**config.mk**
```make
export PLATFORM = sky130hd
export DESIGN_NAME = egress_drain
export DESIGN_NICKNAME = d
export VERILOG_FILES = /design/src/pkt_pkg.sv /design/src/egress_drain.sv
export SDC_FILE = /design/constraint.sdc
export NUM_CORES = 1
export LEC_CHECK = 0
export ABC_AREA = 1
export BUFFER_PORTS_ARGS = -buffer_cell sky130_fd_sc_hd__buf_2
export CAP_MARGIN = 15
export CELL_PAD_IN_SITES_DETAIL_PLACEMENT = 0
export CELL_PAD_IN_SITES_GLOBAL_PLACEMENT = 1
export CORE_MARGIN = 5
export CORE_UTILIZATION = 34
export CTS_BUF_LIST = sky130_fd_sc_hd__clkbuf_4
export DETAILED_ROUTE_END_ITERATION = 8
export GPL_TIMING_DRIVEN = 0
export HOLD_SLACK_MARGIN = 0.06
export PLACE_DENSITY = 0.84
export SETUP_SLACK_MARGIN = 0.4
export SYNTH_ARGS = -nofsm -noshare
export SYNTH_HDL_FRONTEND = slang
export SYNTH_SLANG_ARGS = --single-unit
```
**constraint.sdc**
```tcl
create_clock -name clk -period 1.4 [get_ports clk]
set_clock_uncertainty 0.1 [all_clocks]
set_input_delay 0.07 -clock clk [delete_from_list [all_inputs] [get_ports clk]]
set_output_delay 0.07 -clock clk [all_outputs]
set_load 0.02 [all_outputs]
```
**src/pkt_pkg.sv**
```systemverilog
// stream widths, default buffer and fifo depths, framing state type
package pkt_pkg;

   ////////////////////
   // stream word layout
   ////////////////////

   // data bits per stream word
   parameter int DATA_WIDTH = 64;

   // one control bit per data byte
   parameter int CTRL_WIDTH = DATA_WIDTH / 8;

   // stored word is control on top of data
   parameter int WORD_WIDTH = CTRL_WIDTH + DATA_WIDTH;

   ////////////////////
   // default depths
   ////////////////////

   // log2 of buffer memory depth, 256 words
   parameter int DEFAULT_BUF_ADDR_WIDTH = 8;

   // log2 of input fifo depth, 4 words
   parameter int DEFAULT_FIFO_DEPTH_BITS = 2;

   ////////////////////
   // framing states
   ////////////////////

   // idle    waiting for a nonzero-control header word
   // payload storing words up to the next nonzero-control word
   // drain   ingress stopped, buffer emptied to the output
   typedef enum logic [1:0] {
      ST_IDLE    = 2'b00,
      ST_PAYLOAD = 2'b01,
      ST_DRAIN   = 2'b10
   } frame_state_t;

endpackage

```
**src/egress_drain.sv**
```systemverilog
// buffer read pointer, registered output strobe, drain-complete flag
`timescale 1ns/100ps

module egress_drain #(
   parameter int BUF_ADDR_WIDTH = pkt_pkg::DEFAULT_BUF_ADDR_WIDTH
) (
   input  logic                      clk,
   input  logic                      reset,
   input  logic                      drain_i,
   input  logic [BUF_ADDR_WIDTH-1:0] wr_ptr_i,
   input  logic                      out_rdy_i,
   output logic [BUF_ADDR_WIDTH-1:0] rd_addr_o,
   output logic                      drain_done_o,
   output logic                      out_wr_o
);

   ////////////////////
   // read issue
   ////////////////////

   // head of the ring
   logic [BUF_ADDR_WIDTH-1:0] rd_ptr_q;
   logic                      issue;
   // strobe delayed to meet the memory read latency
   logic                      out_wr_q;

   // caught up with the writer, nothing left to send
   assign drain_done_o = (rd_ptr_q == wr_ptr_i);

   // ready low stops new reads right away
   // the word already read still goes out next cycle
   assign issue = drain_i && !drain_done_o && out_rdy_i;

   assign rd_addr_o = rd_ptr_q;

   ////////////////////
   // pointer and strobe
   ////////////////////

   always_ff @(posedge clk) begin
      if (reset) begin
         rd_ptr_q <= '0;
         out_wr_q <= 1'b0;
      end else begin
         // one word per issued read
         out_wr_q <= issue;
         if (issue) begin
            rd_ptr_q <= rd_ptr_q + 1'b1;
         end
      end
   end

   // lines up with the registered memory output
   assign out_wr_o = out_wr_q;

endmodule

```
==> results.txt <==
* Run status: finished, violations left
* Violated checks: negative setup slack
- Final-report max-slew violation count: 0
- Fraction of layout cells with a size suffix above 1: 46.5%
* Finish-stage setup viols: 5
* Antenna violations before repair: 0
* Critical Path Sink Type: output port
- Crit path kind: flop to output port
* Count of yosys warnings during synthesis: 0
- GRT Total Usage: 13.3%
- Final sum of negative setup slack: -0.108 ns
- Data arrives at the worst endpoint at 1.31 ns.
- Worst-case setup slack after placement: 0.0447 ns
* Avg WL per Cell: 10.0 um
- The number of global-route vias before repair is 683.
* Placer Congestion: 0.735
- Die Ht: 53.8 um
- After synthesis the netlist holds a flip-flop and latch count of 9.
- In this run the static leakage power is 0.000535 uW.
- Post-synth design cell area: 653 um^2
- Antenna Diode Count: 0
- Clk slew on worst S/H paths: 0.07 ns
* Worst slew margin relative to its limit: 54.7%
- The total area inside the core boundary comes to 1780 um^2.
- Measured along the x axis, the die boundary spans 53.8 um.
- Number of cell instances on the worst register-to-register path: 8
* Critical Path Start Type: flop
- Commonest cells after routing, fill and taps aside: sky130_fd_sc_hd__nand2_1, sky130_fd_sc_hd__nor2_1, sky130_fd_sc_hd__buf_2, sky130_fd_sc_hd__inv_1, sky130_fd_sc_hd__buf_6
- Hold WC Path Type: input port to flop
- Syn_area_per_cell: 6.10 um^2
* CTS Root Cell: sky130_fd_sc_hd__clkbuf_4
- Leading cell type in the layout, fill and taps excluded: sky130_fd_sc_hd__nand2_1
- Worst Hold Depth: 7
- The clock passes through at most 2 buffers.
* Post-layout minimum cycle time: 1.48 ns
* First-pass iteration count of the detailed router: 4
- The tool flagged a number of max-cap violations equal to 0.
- Summed over all layers, the routed wires come to 1680 um.
* VDD IR max: 0.416 mV
* RSZ-0062 raised after global routing: yes
* Initial Util: 36.6%
- Number of DRC violations after detailed-routing iteration 0: 10
- CTS Buf Count: 3
- Achievable frequency: 676 MHz
- Antenna violation net count after detailed routing: 0
* Layout overhead on the synthesized area: 59.0%
* Cell type contributing the most total cell area after synthesis: sky130_fd_sc_hd__dfxtp_1
- Number of hold-slack violations in the final timing report: 0
- Of the post-synthesis cell area, the dominant cell type holds 27.6%.
- The share of the Yosys chip area taken by registers is 27.6%.
- Area of the die: 2900 um^2
- After legalization and detailed placement, the total HPWL measured 1130 um.
- WP data required: 1.23 ns
- Gate Count Post-Synth: 107
* Number of placed I/O pins: 22
- Total nets after synthesis: 120
- Port buffering added 21 buffers.
- For this design, the sink count on the clock tree is 9.
* Clock tree from TritonCTS: built
* Largest net degree at the start of global routing: 11
- Summing over every cut layer, the via total after detailed routing is 726.
- Remaining Overflow, GRT: 0
- After layout, the worst setup slack is -0.0803 ns.
* Maximum net fanout on the critical path: 2
- The worst path uses 106% of the clock period.
- First-pass GRT wire length: 2870 um
* Worst-margin pin slew: 0.680 ns
- Ratio of total power to cell area: 718 nW/um^2
- Number of vias per cell: 4.35
* Library cells used by synthesis: 14
- In the post-synthesis netlist, the biggest area contributors are sky130_fd_sc_hd__dfxtp_1, sky130_fd_sc_hd__nand2_1, sky130_fd_sc_hd__inv_1.
* Number of remaining DRC errors: 0
- The clock reaches the later pin of the worst-skew pair after 0.26 ns.
- Site row count: 15
- CTS built an H-tree with a depth of 1.
* Number of nets in the layout: 156
-- final timing paths --
check / endpoint / slack [ns] / start
min reg2reg: rd_addr_o[6]$_SDFFE_PP0P_ / 0.42 / rd_addr_o[6]$_SDFFE_PP0P_
min: rd_addr_o[3]$_SDFFE_PP0P_ / 0.19 / drain_i
max: drain_done_o / -0.08 / rd_addr_o[2]$_SDFFE_PP0P_
max reg2reg: rd_addr_o[0]$_SDFFE_PP0P_ / -0.01 / rd_addr_o[2]$_SDFFE_PP0P_
-- state kept, by name, indices dropped and copies added (netlist names) --
name and count:
out_wr_o 1, rd_addr_o 8
-- area by class of cell --
cell class	count	area (um^2)
Tap cell	25	31.3
Fill cell	182	744
Timing Repair Buffer	31	228
Multi-Input combinational cell	79	463
Clock buffer	4	30.0
Buffer	2	15.0
Inverter	17	63.8
Sequential cell	9	208
-- logic make-up (layout without fill, tap and decap cells) --
kind of cell	after synthesis	count (layout)	synth area share, %
AND/OR/NAND/NOR	66	66	44.6
buffers and inverters	19	54	12.1
flip-flops	9	9	27.6
XOR/XNOR	8	8	10.7
AO/OA/AOI/OAI	4	4	3.07
adder cells (fa/ha/maj)	1	1	1.92
-- stage by stage --
step                utilization, %  std cells  area, um^2  power [uW]  hold WS (ns)
floorplan                        -        107         693         407        0.0319
global placement              46.5        153         830         456         0.164
detailed placement            46.5        153         830         459         0.172
CTS                           54.0        163         962         719        0.0904
global route                  58.2        167        1040         789         0.266
finish                        58.2        167        1040         745         0.185
-- synthesized netlist by cell type (all sizes together) --
cell and number:
nand3b 1, nor2 17, nand2 40, inv 17
xnor2 5, xor2 3, ha 1, a21oi 4
dfxtp 9, buf 2, nand3 8
-- critical path, cell delays in order (launching register included) --
cell,delay [ns]
sky130_fd_sc_hd__dfxtp_4,0.36
sky130_fd_sc_hd__xnor2_2,0.16
sky130_fd_sc_hd__nand2_1,0.08
sky130_fd_sc_hd__nor2_2,0.12
sky130_fd_sc_hd__nand2_2,0.07
sky130_fd_sc_hd__buf_6,0.12
sky130_fd_sc_hd__inv_2,0.04
sky130_fd_sc_hd__buf_6,0.10
-- metal layers --
metal	vias up	share of wire [%]	track usage (%)
li1	387	-	-
met1	323	45	17.9
met2	16	51	22.8
met3	0	4.0	1.66
met4	0	0	2.55
met5	-	0	0
-- power breakdown --
group	leakage [uW]	switching, uW	internal, uW
Combinational	0.000438	111	107
Sequential	0.0000792	23.7	269
Clock	0.0000184	105	130
-- what timing repair did --
action	in CTS	in global routing
hold endpoints to repair	3	0
setup buffers	5	4
hold buffers	1	0
gates resized for setup	17	13
endpoints found under the setup margin	11	15
pin swaps	4	3
(Power assumes the default switching activity.)
