===== config.mk =====
export PLATFORM = sky130hd
export DESIGN_NAME = frame_decode
export DESIGN_NICKNAME = d
export VERILOG_FILES = /design/src/pkt_pkg.sv /design/src/frame_decode.sv
export SDC_FILE = /design/constraint.sdc
export NUM_CORES = 1
export LEC_CHECK = 0
export ABC_CLOCK_PERIOD_IN_PS = 1100
export BUFFER_PORTS_ARGS = -buffer_cell sky130_fd_sc_hd__buf_2
export CAP_MARGIN = 10
export CORE_AREA = 2 2 59 61
export CTS_BUF_LIST = sky130_fd_sc_hd__clkbuf_4
export DETAILED_ROUTE_END_ITERATION = 12
export DIE_AREA = 0 0 61 63
export PLACE_DENSITY = 0.76
export SLEW_MARGIN = 5
export SYNTH_ARGS = -nofsm -noshare
export SYNTH_HDL_FRONTEND = slang
export SYNTH_SLANG_ARGS = --single-unit

===== constraint.sdc =====
create_clock -name clk -period 1.1 [get_ports clk]
set_input_delay 0.11 -clock clk [delete_from_list [all_inputs] [get_ports clk]]
set_output_delay 0.11 -clock clk [all_outputs]
set_load 0.1 [all_outputs]

===== src/pkt_pkg.sv =====
// stream widths, default buffer and fifo depths, framing state type
package pkt_pkg;

   ////////////////////
   // stream word layout
   ////////////////////

   // data bits per stream word
   parameter int DATA_WIDTH = 64;

   // one control bit per data byte
   parameter int CTRL_WIDTH = DATA_WIDTH / 8;

   // stored word is control on top of data
   parameter int WORD_WIDTH = CTRL_WIDTH + DATA_WIDTH;

   ////////////////////
   // default depths
   ////////////////////

   // log2 of buffer memory depth, 256 words
   parameter int DEFAULT_BUF_ADDR_WIDTH = 8;

   // log2 of input fifo depth, 4 words
   parameter int DEFAULT_FIFO_DEPTH_BITS = 2;

   ////////////////////
   // framing states
   ////////////////////

   // idle    waiting for a nonzero-control header word
   // payload storing words up to the next nonzero-control word
   // drain   ingress stopped, buffer emptied to the output
   typedef enum logic [1:0] {
      ST_IDLE    = 2'b00,
      ST_PAYLOAD = 2'b01,
      ST_DRAIN   = 2'b10
   } frame_state_t;

endpackage


===== src/frame_decode.sv =====
// framing fsm, fifo read control, buffer write request, ingress ready
`timescale 1ns/100ps

module frame_decode (
   input  logic                          clk,
   input  logic                          reset,
   input  logic [pkt_pkg::WORD_WIDTH-1:0] fifo_word_i,
   input  logic                          fifo_empty_i,
   input  logic                          fifo_nearly_full_i,
   input  logic                          drain_done_i,
   output logic                          fifo_rd_o,
   output logic                          buf_wr_o,
   output logic [pkt_pkg::WORD_WIDTH-1:0] buf_word_o,
   output logic                          drain_o,
   output logic                          in_rdy_o
);

   import pkt_pkg::*;

   frame_state_t state_q;
   frame_state_t state_d;

   // control byte sits above the data in the fifo word
   logic [CTRL_WIDTH-1:0] head_ctrl;
   logic                  head_is_ctrl;

   assign head_ctrl    = fifo_word_i[WORD_WIDTH-1 -: CTRL_WIDTH];
   assign head_is_ctrl = (head_ctrl != '0);

   ////////////////////
   // next state
   ////////////////////

   always_comb begin
      state_d   = state_q;
      fifo_rd_o = 1'b0;
      buf_wr_o  = 1'b0;
      case (state_q)
         ST_IDLE: begin
            // pop everything, keep only a header
            if (!fifo_empty_i) begin
               fifo_rd_o = 1'b1;
               if (head_is_ctrl) begin
                  buf_wr_o = 1'b1;
                  state_d  = ST_PAYLOAD;
               end
            end
         end
         ST_PAYLOAD: begin
            if (!fifo_empty_i) begin
               fifo_rd_o = 1'b1;
               buf_wr_o  = 1'b1;
               // nonzero control again marks the end word
               if (head_is_ctrl) begin
                  state_d = ST_DRAIN;
               end
            end
         end
         ST_DRAIN: begin
            // fifo untouched until buffer is empty
            if (drain_done_i) begin
               state_d = ST_IDLE;
            end
         end
         default: begin
            state_d = ST_IDLE;
         end
      endcase
   end

   ////////////////////
   // state register
   ////////////////////

   always_ff @(posedge clk) begin
      if (reset) begin
         state_q <= ST_IDLE;
      end else begin
         state_q <= state_d;
      end
   end

   // word goes to the buffer in the same cycle it is popped
   assign buf_word_o = fifo_word_i;
   assign drain_o    = (state_q == ST_DRAIN);

   // ingress closes as soon as the end word is taken
   assign in_rdy_o = !fifo_nearly_full_i && (state_d != ST_DRAIN);

endmodule


==> impl_metrics.yaml <==
clock_tree:
  clock_tree.buffer_depth: 2
  numClockSinks: 2
  cts_buffers: 3
  h-tree-depth: 1
  worstSkewPairLatency_ns: 0.22
  hold_buffers: 0
  cts-root-buf: "clkbuf_4"
  cts_tree: "done"
  path_clk_slew_ns: 0.03
timing:
  hold_viol: 0
  fin_crit_sh_pct: 120.2
  rsz0062_at_grt: "yes"
  relSlewSlack_pct: 67.76
  layout_setup_ws_ns: -0.2223
  tightestPinTransition_ns: 0.4869
  final-max-slew-violation-count: 0
  period_needed_ns: 1.322
  finalSetupViolCount: 4
  fmax_ghz: 0.7563
  tns_ns: -0.6627
  fin_worst_skew_ns: 0.001294
detailed_routing:
  num_vias: 361
  wirelength_mm: 1.254
  wl_per_cell_um: 12.17
  ant_nets: 0
  viasPerCell: 3.505
  drt_iter0_markers: 1
  dr.pass1.iters: 2
  drc: 0
yosys:
  ys_ff_latch: 2
  synth_xor_area_share_pct: 0
  yosysTopAreaCell: "buf_4"
  synthCells: 89
  synth-warning-count: 0
  synth_cell_type_count: 13
  synth_compound_area_share_pct: 5.477
  ys_seq_area_share_pct: 5.654
  synth_top_family_by_area: "buffers and inverters"
  synth_nets: 166
  yosysTopAreaCellShare_pct: 76.33
  synth-simple-area-share_pct: 10.60
  synthAdderAreaFrac_pct: 0
  synth_area_um2: 708.2
  syn_avg_cell_area_um2: 7.957
  synthMuxAreaShare_pct: 1.413
  synth_area_leaders: "buf_4 (76%), nor4_4 (6.0%), dfxtp_1 (5.7%)"
floorplanning:
  row_count: 21
  start_util_pct: 21.91
  coreArea_mm2: 0.003232
  die_h_um: 63
  die-area_mm2: 0.003843
  pin_count: 153
  die_x_um: 61
global_routing:
  busiest_layer: "met4"
  grt_pass1_vias: 389
  globalRouteMet2Util_pct: 7.796
  met3_usage_pct: 3.934
  track_usage_pct: 6.607
  globalRouteMet1Util_pct: 4.326
  grt-ovfl-total: 0
  grt_max_degree: 5
  antenna_found_initial: 0
  grt_pass1_wl_mm: 1.800
placed_design:
  io_buffers: 24
  placed_cells: 96
  finalWeightedCongestion: 0.5301
  pre_cts_ws_ns: -0.1546
status:
  outcome: "finished with violations"
  violations: "setup timing"
worst_hold_path:
  hold_path_end: "state_q[1]$_SDFF_PP0_"
  worstHoldStart: "reset"
  holdPathStages: 2
  hold_path.class: "input pin to flop"
setup_path:
  path_delay_family: "compound AO/OA/AOI/OAI gates"
  regToRegSetupSlack_ns: 0.12
  cp_data_arrival_time_ns: 1.21
  critical_path_buf_inv_count: 1
  path_cells: "a2111oi_4, nor3_4, buf_12"
  crit_slowest_cell: "a2111oi_4"
  worstRegToRegCells: 5
  reg2reg_to: "state_q[0]$_SDFF_PP0_"
  required_ns: 0.99
  r2r_start: "state_q[1]$_SDFF_PP0_"
  criticalPathCategory: "flop to output port"
  critPathCaptureType: "output port"
  crit_path_max_fanout: 4
  slowest_delay_ns: 0.40
  start_kind: "flop"
cells_and_area:
  n_antenna_cell: 0
  fin_cells: 103
  n_fill_cell: 359
  drive_gt1_share_pct: 89.47
  regArea_um2: 45.04
  largest_register_ff_count: 2
  area_delta_synth_final_pct: -9.187
  largest_register: "state_q"
  multi_input_area_um2: 187.7
  top_regs: "state_q: 2 flops"
  num-nets-final: 136
power_and_ir_drop:
  finalPower_w: 0.0006641
  pwr_density_cell_mw_per_mm2: 1033
  p_leak_nw: 0.2822
  vdd_drop_max_uv: 446.3
flow_run:
  drv_cap: 0
==> cells in the mapped netlist <==
master / n
buf_4: 72
dfxtp_1: 2
nand2_1: 2
nor2_1: 2
nor2b_1: 2
nor4_4: 2
a2111oi_2: 1
a21oi_1: 1
a311oi_1: 1
inv_1: 1
mux2i_1: 1
nor3_1: 1
o21ba_1: 1
==> cells in the final DEF, fill, tap and decap left out <==
| master | netlist | final |
|---|---|---|
| nor2b_4 | 0 | 2 |
| nor4_4 | 2 | 2 |
| a2111oi_4 | 0 | 1 |
| nand2_1 | 2 | 2 |
| dfxtp_2 | 0 | 1 |
| a311oi_4 | 0 | 1 |
| buf_4 | 72 | 8 |
| nor3_4 | 0 | 1 |
| buf_2 | 0 | 18 |
| nor2_4 | 0 | 1 |
| dfxtp_4 | 0 | 1 |
| buf_12 | 0 | 6 |
| buf_6 | 0 | 5 |
| nor2_1 | 2 | 1 |
| mux2i_1 | 1 | 1 |
| o21ba_1 | 1 | 1 |
| inv_2 | 0 | 1 |
| a21oi_1 | 1 | 1 |
| clkbuf_4 | 0 | 3 |
==> worst register-to-register path: stages, from the launching register on <==
cell and delay, ns:
dfxtp_4 0.35, buf_4 0.13, buf_6 0.11, nor2_1 0.12
nand2_1 0.07, mux2i_1 0.12
==> power by group <==
group / switching (W) / internal [W] / total [W]
Clock: 0.0000397 / 0.000120 / 0.000160
Sequential: 0.00000659 / 0.0000791 / 0.0000857
Combinational: 0.000269 / 0.000149 / 0.000419
==> layer usage <==
| layer | vias to the layer above | wire length, um |
|---|---|---|
| li1 | 148 | - |
| met1 | 143 | 313 |
| met2 | 40 | 529 |
| met3 | 30 | 219 |
| met4 | 0 | 191 |
| met5 | - | 0 |
==> kinds of logic (layout without fill, tap and decap cells) <==
kind of cell	after synthesis	in the layout
mux	1	1
flops	2	2
buf+inv	73	41
compound gates	4	4
simple gates	9	9
==> through the flow <==
| step | area, um2 | utilization [%] | hold WS (ns) |
|---|---|---|---|
| after detailed placement | 550.5 | 17.03 | 0.2207 |
| after CTS | 601.8 | 18.62 | 0.1379 |
| after floorplan | 755.7 | - | 0.2690 |
| after global placement | 550.5 | 17.03 | 0.2207 |
| final | 643.1 | 19.90 | 0.1474 |
| after global routing | 643.1 | 19.90 | 0.1468 |
==> how the worst max path moves through the flow <==
stage | start | endpoint | slack (ns) | cells after the start
detailed placement | fifo_word_i[65] | in_rdy_o | -0.15 | 5
global route | state_q[1]$_SDFF_PP0_ | in_rdy_o | -0.30 | 3
finish | state_q[1]$_SDFF_PP0_ | in_rdy_o | -0.22 | 3
floorplan | state_q[1]$_SDFF_PP0_ | in_rdy_o | -0.54 | 3
global placement | fifo_word_i[65] | in_rdy_o | -0.15 | 5
CTS | state_q[0]$_SDFF_PP0_ | buf_wr_o | -0.25 | 4
==> final cells by class <==
type                    instances  area share, %
clock buffers                   3          3.502
multi-input cells              14          29.18
inverters                       1         0.5837
repair buffers                 37          50.78
well taps                      46          8.949
flip-flops and latches          2          7.004
==> what timing repair did <==
action / in CTS / in global routing
endpoints found under the setup margin: 4 / 4
pin swaps: 3 / 2
setup buffers: 0 / 4
endpoints found under the hold margin: 0 / 0
resized for setup: 7 / 3
(Power assumes the default switching activity.)
