File: config.mk
export PLATFORM = sky130hd
export DESIGN_NAME = input_fifo
export DESIGN_NICKNAME = d
export VERILOG_FILES = /design/src/pkt_pkg.sv /design/src/input_fifo.sv
export SDC_FILE = /design/constraint.sdc
export NUM_CORES = 1
export LEC_CHECK = 0
export ABC_CLOCK_PERIOD_IN_PS = 3600
export BUFFER_PORTS_ARGS = -buffer_cell sky130_fd_sc_hd__buf_2
export CORE_ASPECT_RATIO = 1.4
export CORE_MARGIN = 2
export CORE_UTILIZATION = 59
export CTS_BUF_LIST = sky130_fd_sc_hd__clkbuf_4 sky130_fd_sc_hd__clkbuf_8
export CTS_CLUSTER_DIAMETER = 150
export DETAILED_ROUTE_END_ITERATION = 8
export PLACE_DENSITY = 0.94
export REMOVE_ABC_BUFFERS = 1
export SYNTH_ARGS = -nofsm -noshare
export SYNTH_HDL_FRONTEND = slang
export SYNTH_SLANG_ARGS = --single-unit
File: constraint.sdc
create_clock -name clk -period 3.6 [get_ports clk]
set_input_delay 0 -clock clk [delete_from_list [all_inputs] [get_ports clk]]
set_output_delay 0 -clock clk [all_outputs]
set_load 0.02 [all_outputs]
File: src/pkt_pkg.sv
// stream widths, default buffer and fifo depths, framing state type
package pkt_pkg;

   ////////////////////
   // stream word layout
   ////////////////////

   // data bits per stream word
   parameter int DATA_WIDTH = 64;

   // one control bit per data byte
   parameter int CTRL_WIDTH = DATA_WIDTH / 8;

   // stored word is control on top of data
   parameter int WORD_WIDTH = CTRL_WIDTH + DATA_WIDTH;

   ////////////////////
   // default depths
   ////////////////////

   // log2 of buffer memory depth, 256 words
   parameter int DEFAULT_BUF_ADDR_WIDTH = 8;

   // log2 of input fifo depth, 4 words
   parameter int DEFAULT_FIFO_DEPTH_BITS = 2;

   ////////////////////
   // framing states
   ////////////////////

   // idle    waiting for a nonzero-control header word
   // payload storing words up to the next nonzero-control word
   // drain   ingress stopped, buffer emptied to the output
   typedef enum logic [1:0] {
      ST_IDLE    = 2'b00,
      ST_PAYLOAD = 2'b01,
      ST_DRAIN   = 2'b10
   } frame_state_t;

endpackage

File: src/input_fifo.sv
// fall-through word fifo with empty and nearly-full flags
`timescale 1ns/100ps

module input_fifo #(
   parameter int FIFO_DEPTH_BITS = pkt_pkg::DEFAULT_FIFO_DEPTH_BITS
) (
   input  logic                          clk,
   input  logic                          reset,
   input  logic                          wr_en_i,
   input  logic [pkt_pkg::WORD_WIDTH-1:0] din_i,
   input  logic                          rd_en_i,
   output logic [pkt_pkg::WORD_WIDTH-1:0] dout_o,
   output logic                          empty_o,
   output logic                          nearly_full_o
);

   import pkt_pkg::*;

   localparam int DEPTH = 2 ** FIFO_DEPTH_BITS;

   // one free entry left
   localparam logic [FIFO_DEPTH_BITS:0] NF_LEVEL = (FIFO_DEPTH_BITS + 1)'(DEPTH - 1);

   ////////////////////
   // storage
   ////////////////////

   logic [WORD_WIDTH-1:0]      mem [DEPTH];
   logic [FIFO_DEPTH_BITS-1:0] wr_ptr_q;
   logic [FIFO_DEPTH_BITS-1:0] rd_ptr_q;
   // one extra bit so full and empty differ
   logic [FIFO_DEPTH_BITS:0]   count_q;

   // payload array, written at the tail
   always_ff @(posedge clk) begin
      if (wr_en_i) begin
         mem[wr_ptr_q] <= din_i;
      end
   end

   ////////////////////
   // pointers and fill level
   ////////////////////

   always_ff @(posedge clk) begin
      if (reset) begin
         wr_ptr_q <= '0;
         rd_ptr_q <= '0;
         count_q  <= '0;
      end else begin
         // pointers wrap on their own, depth is a power of two
         if (wr_en_i) begin
            wr_ptr_q <= wr_ptr_q + 1'b1;
         end
         if (rd_en_i) begin
            rd_ptr_q <= rd_ptr_q + 1'b1;
         end
         case ({wr_en_i, rd_en_i})
            2'b10:   count_q <= count_q + 1'b1;
            2'b01:   count_q <= count_q - 1'b1;
            default: count_q <= count_q;
         endcase
      end
   end

   // head word shows without a read, valid whenever not empty
   assign dout_o        = mem[rd_ptr_q];
   assign empty_o       = (count_q == '0);
   // early warning, covers the word taken while ready falls
   assign nearly_full_o = (count_q >= NF_LEVEL);

endmodule

==> results of run 1 <==
==> stage by stage <==
step           cell area (um^2)  hold slack [ps]  setup TNS, ps  power, uW  worst slack [ps]
2_1_floorplan             10700             69.1         -11050       4610              -263
5_1_grt                   13400              212              0       7700               927
3_3_place_gp              11800              208              0       4860              1620
6_report                  13400              224              0       7450              1120
3_5_place_dp              11800              218              0       4910              1550
4_1_cts                   13400              200              0       7490               984
==> synthesized netlist by cell type <==
master,count
fa_1,1
or3_1,1
nand2_1,1
mux4_1,2
and2_1,4
clkbuf_1,2
o21ai_0,1
mux2i_1,1
edfxtp_1,288
buf_2,7
buf_6,1
nor3_1,1
dfxtp_1,9
a21oi_1,2
inv_1,6
nor2_1,8
ha_1,5
xor2_1,3
mux4_2,70
a21o_1,1
buf_12,7
xnor2_1,2
==> worst reg2reg max path, delay by kind of cell (launching register included) <==
kind	cells	cell delay, ps
DFF	1	420
adders and majority gates	1	200
and+or+nand+nor	1	880
==> per-layer routing <==
metal / vias up / wire length, um / global-route usage, %
li1: 2307 / - / -
met1: 2703 / 7860 / 26.6
met2: 199 / 11400 / 37.8
met3: 50 / 1000 / 3.87
met4: 0 / 709 / 9.20
met5: - / 0 / 0
==> power by group <==
part / total [uW] / leakage, uW / switching [uW] / internal [uW]
sequential: 4070 / 0.00272 / 93.2 / 3970
clock: 2540 / 0.000433 / 1150 / 1390
combinational: 839 / 0.00145 / 463 / 376
==> state kept, by name, summed over array words and instances, names as in the netlist, named ones only <==
signal / cells
rd_ptr_q: 2
wr_ptr_q: 2
mem: 288
count_q: 3
==> logic make-up after synthesis <==
| family | after synthesis | share of synthesized area (%) |
|---|---|---|
| AO/OA/AOI/OAI | 4 | 0.207 |
| XOR/XNOR | 5 | 0.402 |
| adder cells (fa/ha/maj) | 6 | 0.757 |
| buffers and inverters | 23 | 1.99 |
| flip-flops | 297 | 81.0 |
| multiplexers | 73 | 15.0 |
| AND/OR/NAND/NOR | 15 | 0.643 |
==> cell usage in the layout, fill, tap and decap left out, types with 2 or more instances in the layout <==
| cell type | instances |
|---|---|
| ha_1 | 5 |
| clkbuf_8 | 47 |
| clkbuf_4 | 13 |
| nor2_1 | 8 |
| edfxtp_1 | 288 |
| mux4_1 | 2 |
| dlygate4sd3_1 | 76 |
| xnor2_1 | 2 |
| clkinv_1 | 11 |
| mux4_2 | 70 |
| and2_4 | 4 |
| dfxtp_1 | 7 |
| inv_1 | 6 |
| buf_2 | 149 |
| a21oi_1 | 2 |
| dfxtp_4 | 2 |
| xor2_1 | 3 |
==> what timing repair did <==
item                                   CTS  global route
endpoints found under the hold margin  297             0
resized for setup                        0             0
hold buffers                            76             0
==> layout make-up <==
type,instances,area (um^2)
clock buffer,60,744
sequential,297,8840
antenna,1,2.50
fill,958,4690
tap,240,300
inverter,6,22.5
clock inverter,13,76.3
multi-input combinational,103,1870
timing repair buffer,226,1530
==> how the worst max path moves through the flow <==
stage | from | to | slack, ps
after floorplan | register | dout_o[65] | -260
after global placement | register | dout_o[66] | 1620
after detailed placement | register | dout_o[65] | 1550
after CTS | register | dout_o[65] | 980
after global routing | register | dout_o[65] | 930
final | register | dout_o[65] | 1120
==> flow_summary.toml, run 1 <==
[synthesis]
synth_top_area_share_pct = 79.3
syn_avg_cell_area_um2 = 25.8
ys_seq_area_share_pct = 81.0
synth_cells = 423
ys_types = 22
ys.warnings.count = 0
synth_area_leaders = "edfxtp_1 79%, mux4_2 14%, dfxtp_1 1.7%"
synth.largest_area_cell = "edfxtp_1"
synth_area_mm2 = 0.0109
synth-seq-cells = 297

[timing]
finClkSkew_ps = 14.5
tightest_slew_ps = 1140
slew_headroom_pct = 24.0
rsz0062_at_grt = "no"
hold_violations = 0
fin_crit_sh_pct = 69.0
setup-violations-final = 0
max_freq_mhz = 403
period_needed_ps = 2480
slew_violations = 0

[final_layout]
drive_gt1_share_pct = 40.9
nNetsFinal = 759
fin_cells = 946
area_delta_synth_final_pct = 22.7
final_util_pct = 74.0

[setup_path]
endpoint_kind = "primary output"
crit_family = "flip-flops"
crit_arrival_ps = 2480
path_class = "reg2out"
critPathLaunchType = "register"
crit_required_ps = 3600
r2r_setup_slack_ps = 1640
crit_slowest_cell = "dfxtp_4"
timing.rr.end = "mem[3][18]"
slowest_delay_ps = 740
critical_path_buf_inv_count = 2
path_max_fanout = 43
r2r-start = "wr_ptr_q[0]"
crit_chain = "buf_12, mux4_1, buf_2"
cp.depth = 3
r2r_cells = 2

[global_routing]
grt_max_degree = 73
grt_pass1_vias = 5735
grt_pass1_wl_um = 31500
antenna_found_initial = 1
overflow = 0
grt_use_total_pct = 21.5

[detailed_routing]
wl_per_cell_um = 22.2
drt_pass1_iterations = 4
drt-initial-drc-count = 422
wl_um = 21000
vias = 5259
detail-route-antenna-nets = 0
via_per_inst = 5.56
drc = 0

[clock_network]
numCtsBuffers = 43
cts_tree = "yes"
h-tree-depth = 2
post_cts_buffers = 0
cts_num_sinks = 297
path_clk_slew_ps = 60
clock_latency_ps = 520
root_buffer = "clkbuf_8"
cts.path.max_buffers = 3

[die]
rows = 58
die-area_mm2 = 0.0196
io_pins = 150
core_mm2 = 0.0181
die_h_um = 165
fp.dieW_um = 119
start_util_pct = 60.3

[placement]
post-dp-hpwl_um = 11900
gp_congestion = 0.743
io_buffers = 149
dpl.cell_count = 796

[worst_hold_path]
min_to = "mem[2][37]"
whs_path_depth = 2
worstHoldStart = "din_i[37]"
worstHoldPathType = "in2reg"

[pwr]
irDropWorstVdd_uv = 323
p_leak_uw = 0.00460
powerDensity_mw_per_mm2 = 557

[run]
cap_violations = 0

[run_status]
status = "finished, final reports clean"
(Power assumes the default switching activity.)
==> run 2, diff against run 1 <==
ABC_CLOCK_PERIOD_IN_PS = 2500   (was 3600)
clock period = 2.5 ns   (was 3.6 ns; I/O delays follow)
==> run 2 against run 1 <==
Net effect: setup slack got worse by 890 ps; critical endpoint is now dout_o[43]; final cell count increased by 1.1%; register-to-register slack got worse by 910 ps.
==> flow_summary.toml, run 2 (same netlist as run 1, synthesis figures left out) <==
[run_status]
status = "finished, final reports clean"

[die]
die-area_mm2 = 0.0196
core_mm2 = 0.0181
io_pins = 150
rows = 58
die_h_um = 165
start_util_pct = 60.3
fp.dieW_um = 119

[clock_network]
clock_latency_ps = 530
h-tree-depth = 2
cts.path.max_buffers = 3
path_clk_slew_ps = 70
post_cts_buffers = 0
cts_num_sinks = 297
cts.repair.resized = 0
cts_hold_buffers = 76
numCtsBuffers = 41
root_buffer = "clkbuf_8"
cts_tree = "yes"

[global_routing]
overflow = 0
grt_pass1_vias = 5870
grt_max_degree = 46
grt_use_total_pct = 22.7
antenna_found_initial = 1
grt_pass1_wl_um = 32900

[timing]
max_freq_mhz = 440
setup-violations-final = 0
tightest_slew_ps = 615
setup_ws_ps = 229
hold_ws_ps = 233
slew_headroom_pct = 59.0
rsz0062_at_grt = "no"
hold_violations = 0
finalSetupTns_ps = 0
period_needed_ps = 2270
finClkSkew_ps = 29.2
fin_crit_sh_pct = 90.8
slew_violations = 0

[setup_path]
path_class = "reg2out"
path_max_fanout = 34
timing.rr.end = "mem[0][56]"
crit_arrival_ps = 2270
r2r_cells = 4
endpoint_kind = "primary output"
critPathLaunchType = "register"
r2r-start = "wr_ptr_q[0]"
r2r_setup_slack_ps = 730
crit_required_ps = 2500

[placement]
pre_cts_slack_ps = 727
io_buffers = 149
post-dp-hpwl_um = 12700
gp_congestion = 0.778
place_area_mm2 = 0.0120

[final_layout]
final_cell_mix = "288 x edfxtp_1, 149 x buf_2, 76 x dlygate4sd3_1"
largestRegisters = "mem: 288 flops, count_q: 3 flops"
mostFrequentLayoutCell = "edfxtp_1"
top_register = "mem"
largest_reg_flops = 288
nNetsFinal = 768
area_delta_synth_final_pct = 24.0
fin_area_mm2 = 0.0135
drive_gt1_share_pct = 41.7

[detailed_routing]
vias = 5354
via_per_inst = 5.60
detail-route-antenna-nets = 0
drt_pass1_iterations = 4
drc = 0
wl_um = 21700
wl_per_cell_um = 22.7
drt-initial-drc-count = 447

[worst_hold_path]
worstHoldPathType = "in2reg"
min_to = "mem[1][6]"
worstHoldStart = "din_i[6]"
whs_path_depth = 2

[pwr]
irDropWorstVdd_uv = 664
powerDensity_mw_per_mm2 = 795
power_uw = 10800
p_leak_uw = 0.00467

[run]
cap_violations = 0
[run 2: cell count changes in the layout (fill, tap and decap cells not counted)]
cell	before	now
buf_4	0	5
bufinv_16	1	2
clkinv_1	11	10
clkbuf_8	47	42
clkinv_2	1	0
buf_12	1	7
clkbuf_4	13	16
diode_2	1	2
inv_6	0	1
[run 2: area by class of cell]
type / count / area (um^2)
Timing Repair Buffer: 237 / 1680
Tap cell: 240 / 300
Clock buffer: 58 / 698
Inverter: 6 / 22.5
Antenna cell: 2 / 5.00
Multi-Input combinational cell: 103 / 1870
Sequential cell: 297 / 8840
Clock inverter: 13 / 106
Fill cell: 936 / 4550
[run 2: routing by layer]
layer	GRT usage, %	routed length [um]
met1	27.3	7650
met2	41.0	12200
met3	3.76	1250
met4	9.09	602
met5	0	0
[run 2: worst max path at each step]
stage,startpoint,endpoint,cells past startpoint
2_1_floorplan,register,dout_o[65],1
3_3_place_gp,register,dout_o[43],3
3_5_place_dp,wr_ptr_q[0],mem[0][13],4
4_1_cts,register,dout_o[43],3
5_1_grt,register,dout_o[43],3
6_report,register,dout_o[43],3
[run 2: critical path, cell delays in order, from the launching register on]
cell and delay (ps):
dfxtp_4 620, buf_12 330, mux4_2 580, buf_2 180
[run 2: metrics by stage]
step / utilization, % / instances
CTS: 74.8 / 954
global route: 74.8 / 954
finish: 74.8 / 956
detailed placement: 66.1 / 807
global placement: 66.1 / 807
floorplan: - / 406
[run 2: where the power goes]
| group | switching [uW] | internal (uW) | total [uW] |
|---|---|---|---|
| combinational | 714 | 572 | 1290 |
| sequential | 110 | 5720 | 5830 |
| clock | 1640 | 2000 | 3640 |
| total | 2460 | 8290 | 10800 |
==> run 3, diff against run 2 <==
==> constraint.sdc (replaced) <==
create_clock -name clk -period 2.5 [get_ports clk]
set_input_delay 0.25 -clock clk [delete_from_list [all_inputs] [get_ports clk]]
set_output_delay 0.25 -clock clk [all_outputs]
set_load 0.02 [all_outputs]
==> run 3 against run 2 <==
Net effect: sequential cell count did not move; sequential power is essentially flat; non-clock buffer count unchanged; critical path depth unchanged; critical path type unchanged; largest cell class unchanged; largest power group unchanged.
==> flow_summary.toml, run 3 (same netlist as run 1, synthesis figures left out) <==
[setup_path]
crit_slowest_cell = "dfxtp_4"
slowest_delay_ps = 580
cp.depth = 3
timing.rr.end = "mem[2][13]"
endpoint = "dout_o[22]"
crit_family = "flip-flops"
path_class = "reg2out"
r2r-start = "wr_ptr_q[0]"
crit_arrival_ps = 2120
path_max_fanout = 18
endpoint_kind = "primary output"
crit_chain = "buf_12, mux4_2, buf_2"
r2r_cells = 4
r2r_setup_slack_ps = 830
crit_required_ps = 2250
critPathLaunchType = "register"
critical_path_buf_inv_count = 2

[final_layout]
largest_reg_flops = 288
nNetsFinal = 768
top_register = "mem"
drive_gt1_share_pct = 41.7
area_delta_synth_final_pct = 23.8
mostFrequentLayoutCell = "edfxtp_1"
fin_area_mm2 = 0.0135
final_util_pct = 74.7
final_cell_mix = "288 x edfxtp_1, 149 x buf_2, 73 x dlygate4sd3_1"
largestRegisters = "mem: 288 flops, count_q: 3 flops"

[pwr]
irDropWorstVdd_uv = 462
p_sw_uw = 2440
p_comb_share_pct = 12.2
p_seq_share_pct = 55.1
swShare_pct = 23.2
powerDensity_mw_per_mm2 = 781
p_leak_uw = 0.00466
clockPowerShare_pct = 32.6
intPower_uw = 8100

[timing]
fin_crit_sh_pct = 94.7
rsz0062_at_grt = "no"
slew_violations = 0
period_needed_ps = 2370
tightest_slew_ps = 552
max_freq_mhz = 422
setup-violations-final = 0
hold_violations = 0
finClkSkew_ps = 18.8
slew_headroom_pct = 63.2

[clock_network]
cts.path.max_buffers = 3
path_clk_slew_ps = 60
cts.repair.resized = 0
clock_latency_ps = 520
h-tree-depth = 2
root_buffer = "clkbuf_8"
numCtsBuffers = 41
cts_tree = "yes"
cts_num_sinks = 297

[placement]
io_buffers = 149
post-dp-hpwl_um = 12500
gp_congestion = 0.779
place_area_mm2 = 0.0120

[global_routing]
antenna_found_initial = 3
grt_max_degree = 39
grt_pass1_vias = 5791
overflow = 0
grt_pass1_wl_um = 32300
grt_use_total_pct = 22.3

[die]
die-area_mm2 = 0.0196
core_mm2 = 0.0181
io_pins = 150
rows = 58
die_h_um = 165
start_util_pct = 60.3
fp.dieW_um = 119

[detailed_routing]
drc = 0
drt_pass1_iterations = 4
via_per_inst = 5.50
drt-initial-drc-count = 438
detail-route-antenna-nets = 0
wl_um = 21300
vias = 5262
wl_per_cell_um = 22.2

[worst_hold_path]
whs_path_depth = 3
worstHoldPathType = "in2reg"

[run_status]
status = "finished, final reports clean"

[run]
cap_violations = 0
[run 3: changes by cell type in the layout (fill, tap and decap cells not counted), sizes merged]
cell | previous run | this run
buf | 161 | 164
bufinv | 2 | 1
clkbuf | 58 | 51
clkinv | 10 | 18
clkinvlp | 0 | 1
diode | 2 | 3
dlygate4sd3 | 76 | 73
inv | 7 | 6
[run 3: per-stage QoR]
stage | hold WS (ps) | worst slack, ps | power [uW] | setup TNS [ps] | instances
floorplan | 319 | -1610 | 6640 | -152930 | 406
global placement | 457 | 684 | 7050 | 0 | 810
detailed placement | 467 | 666 | 7110 | 0 | 810
CTS | 38.2 | 115 | 10600 | 0 | 954
global route | 63.3 | 35.4 | 10900 | 0 | 956
finish | 48.2 | 133 | 10500 | 0 | 957
[run 3: final cells by class]
cell class | instances | area (um^2)
clock inverters | 20 | 111
diodes | 3 | 7.51
fillers | 950 | 4570
flip-flops and latches | 297 | 8840
inverters | 6 | 22.5
multi-input cells | 103 | 1870
repair buffers | 237 | 1700
clock buffers | 51 | 652
well taps | 240 | 300
[run 3: power by group through the flow]
stage / sequential, uW / clock, uW / combinational, uW
2_1_floorplan: 5950 / 0 / 697
3_3_place_gp: 5890 / 0 / 1150
3_5_place_dp: 5920 / 0 / 1190
4_1_cts: 5810 / 3490 / 1290
5_1_grt: 5830 / 3710 / 1370
6_report: 5810 / 3440 / 1290
[run 3: repair_timing]
action,CTS,global route
hold buffers,73,0
endpoints found under the hold margin,294,0
buffers inserted,0,0
[run 3: how the worst min path moves through the flow]
| stage | from | endpoint | slack (ps) |
|---|---|---|---|
| after floorplan | reset | count_q[2] | 320 |
| after global placement | din_i[70] | mem[1][70] | 460 |
| after detailed placement | din_i[70] | mem[1][70] | 470 |
| after CTS | rd_en_i | rd_ptr_q[0] | 40 |
| after global routing | rd_en_i | rd_ptr_q[0] | 60 |
| final | rd_en_i | rd_ptr_q[0] | 50 |
[run 3: tightest hold or removal path: cells and delay by family]
kind                      cells  cell delay (ps)
buffers and inverters         1              110
and+or+nand+nor               1               80
xor gates and xnor gates      1               90
[run 3: layer usage]
metal / vias to the layer above / part of all wire, % / track usage [%]
met4: 0 / 3.3 / 9.20
met1: 2680 / 35 / 26.0
li1: 2333 / - / -
met2: 199 / 57 / 41.6
met3: 50 / 4.9 / 3.21
met5: - / 0 / 0
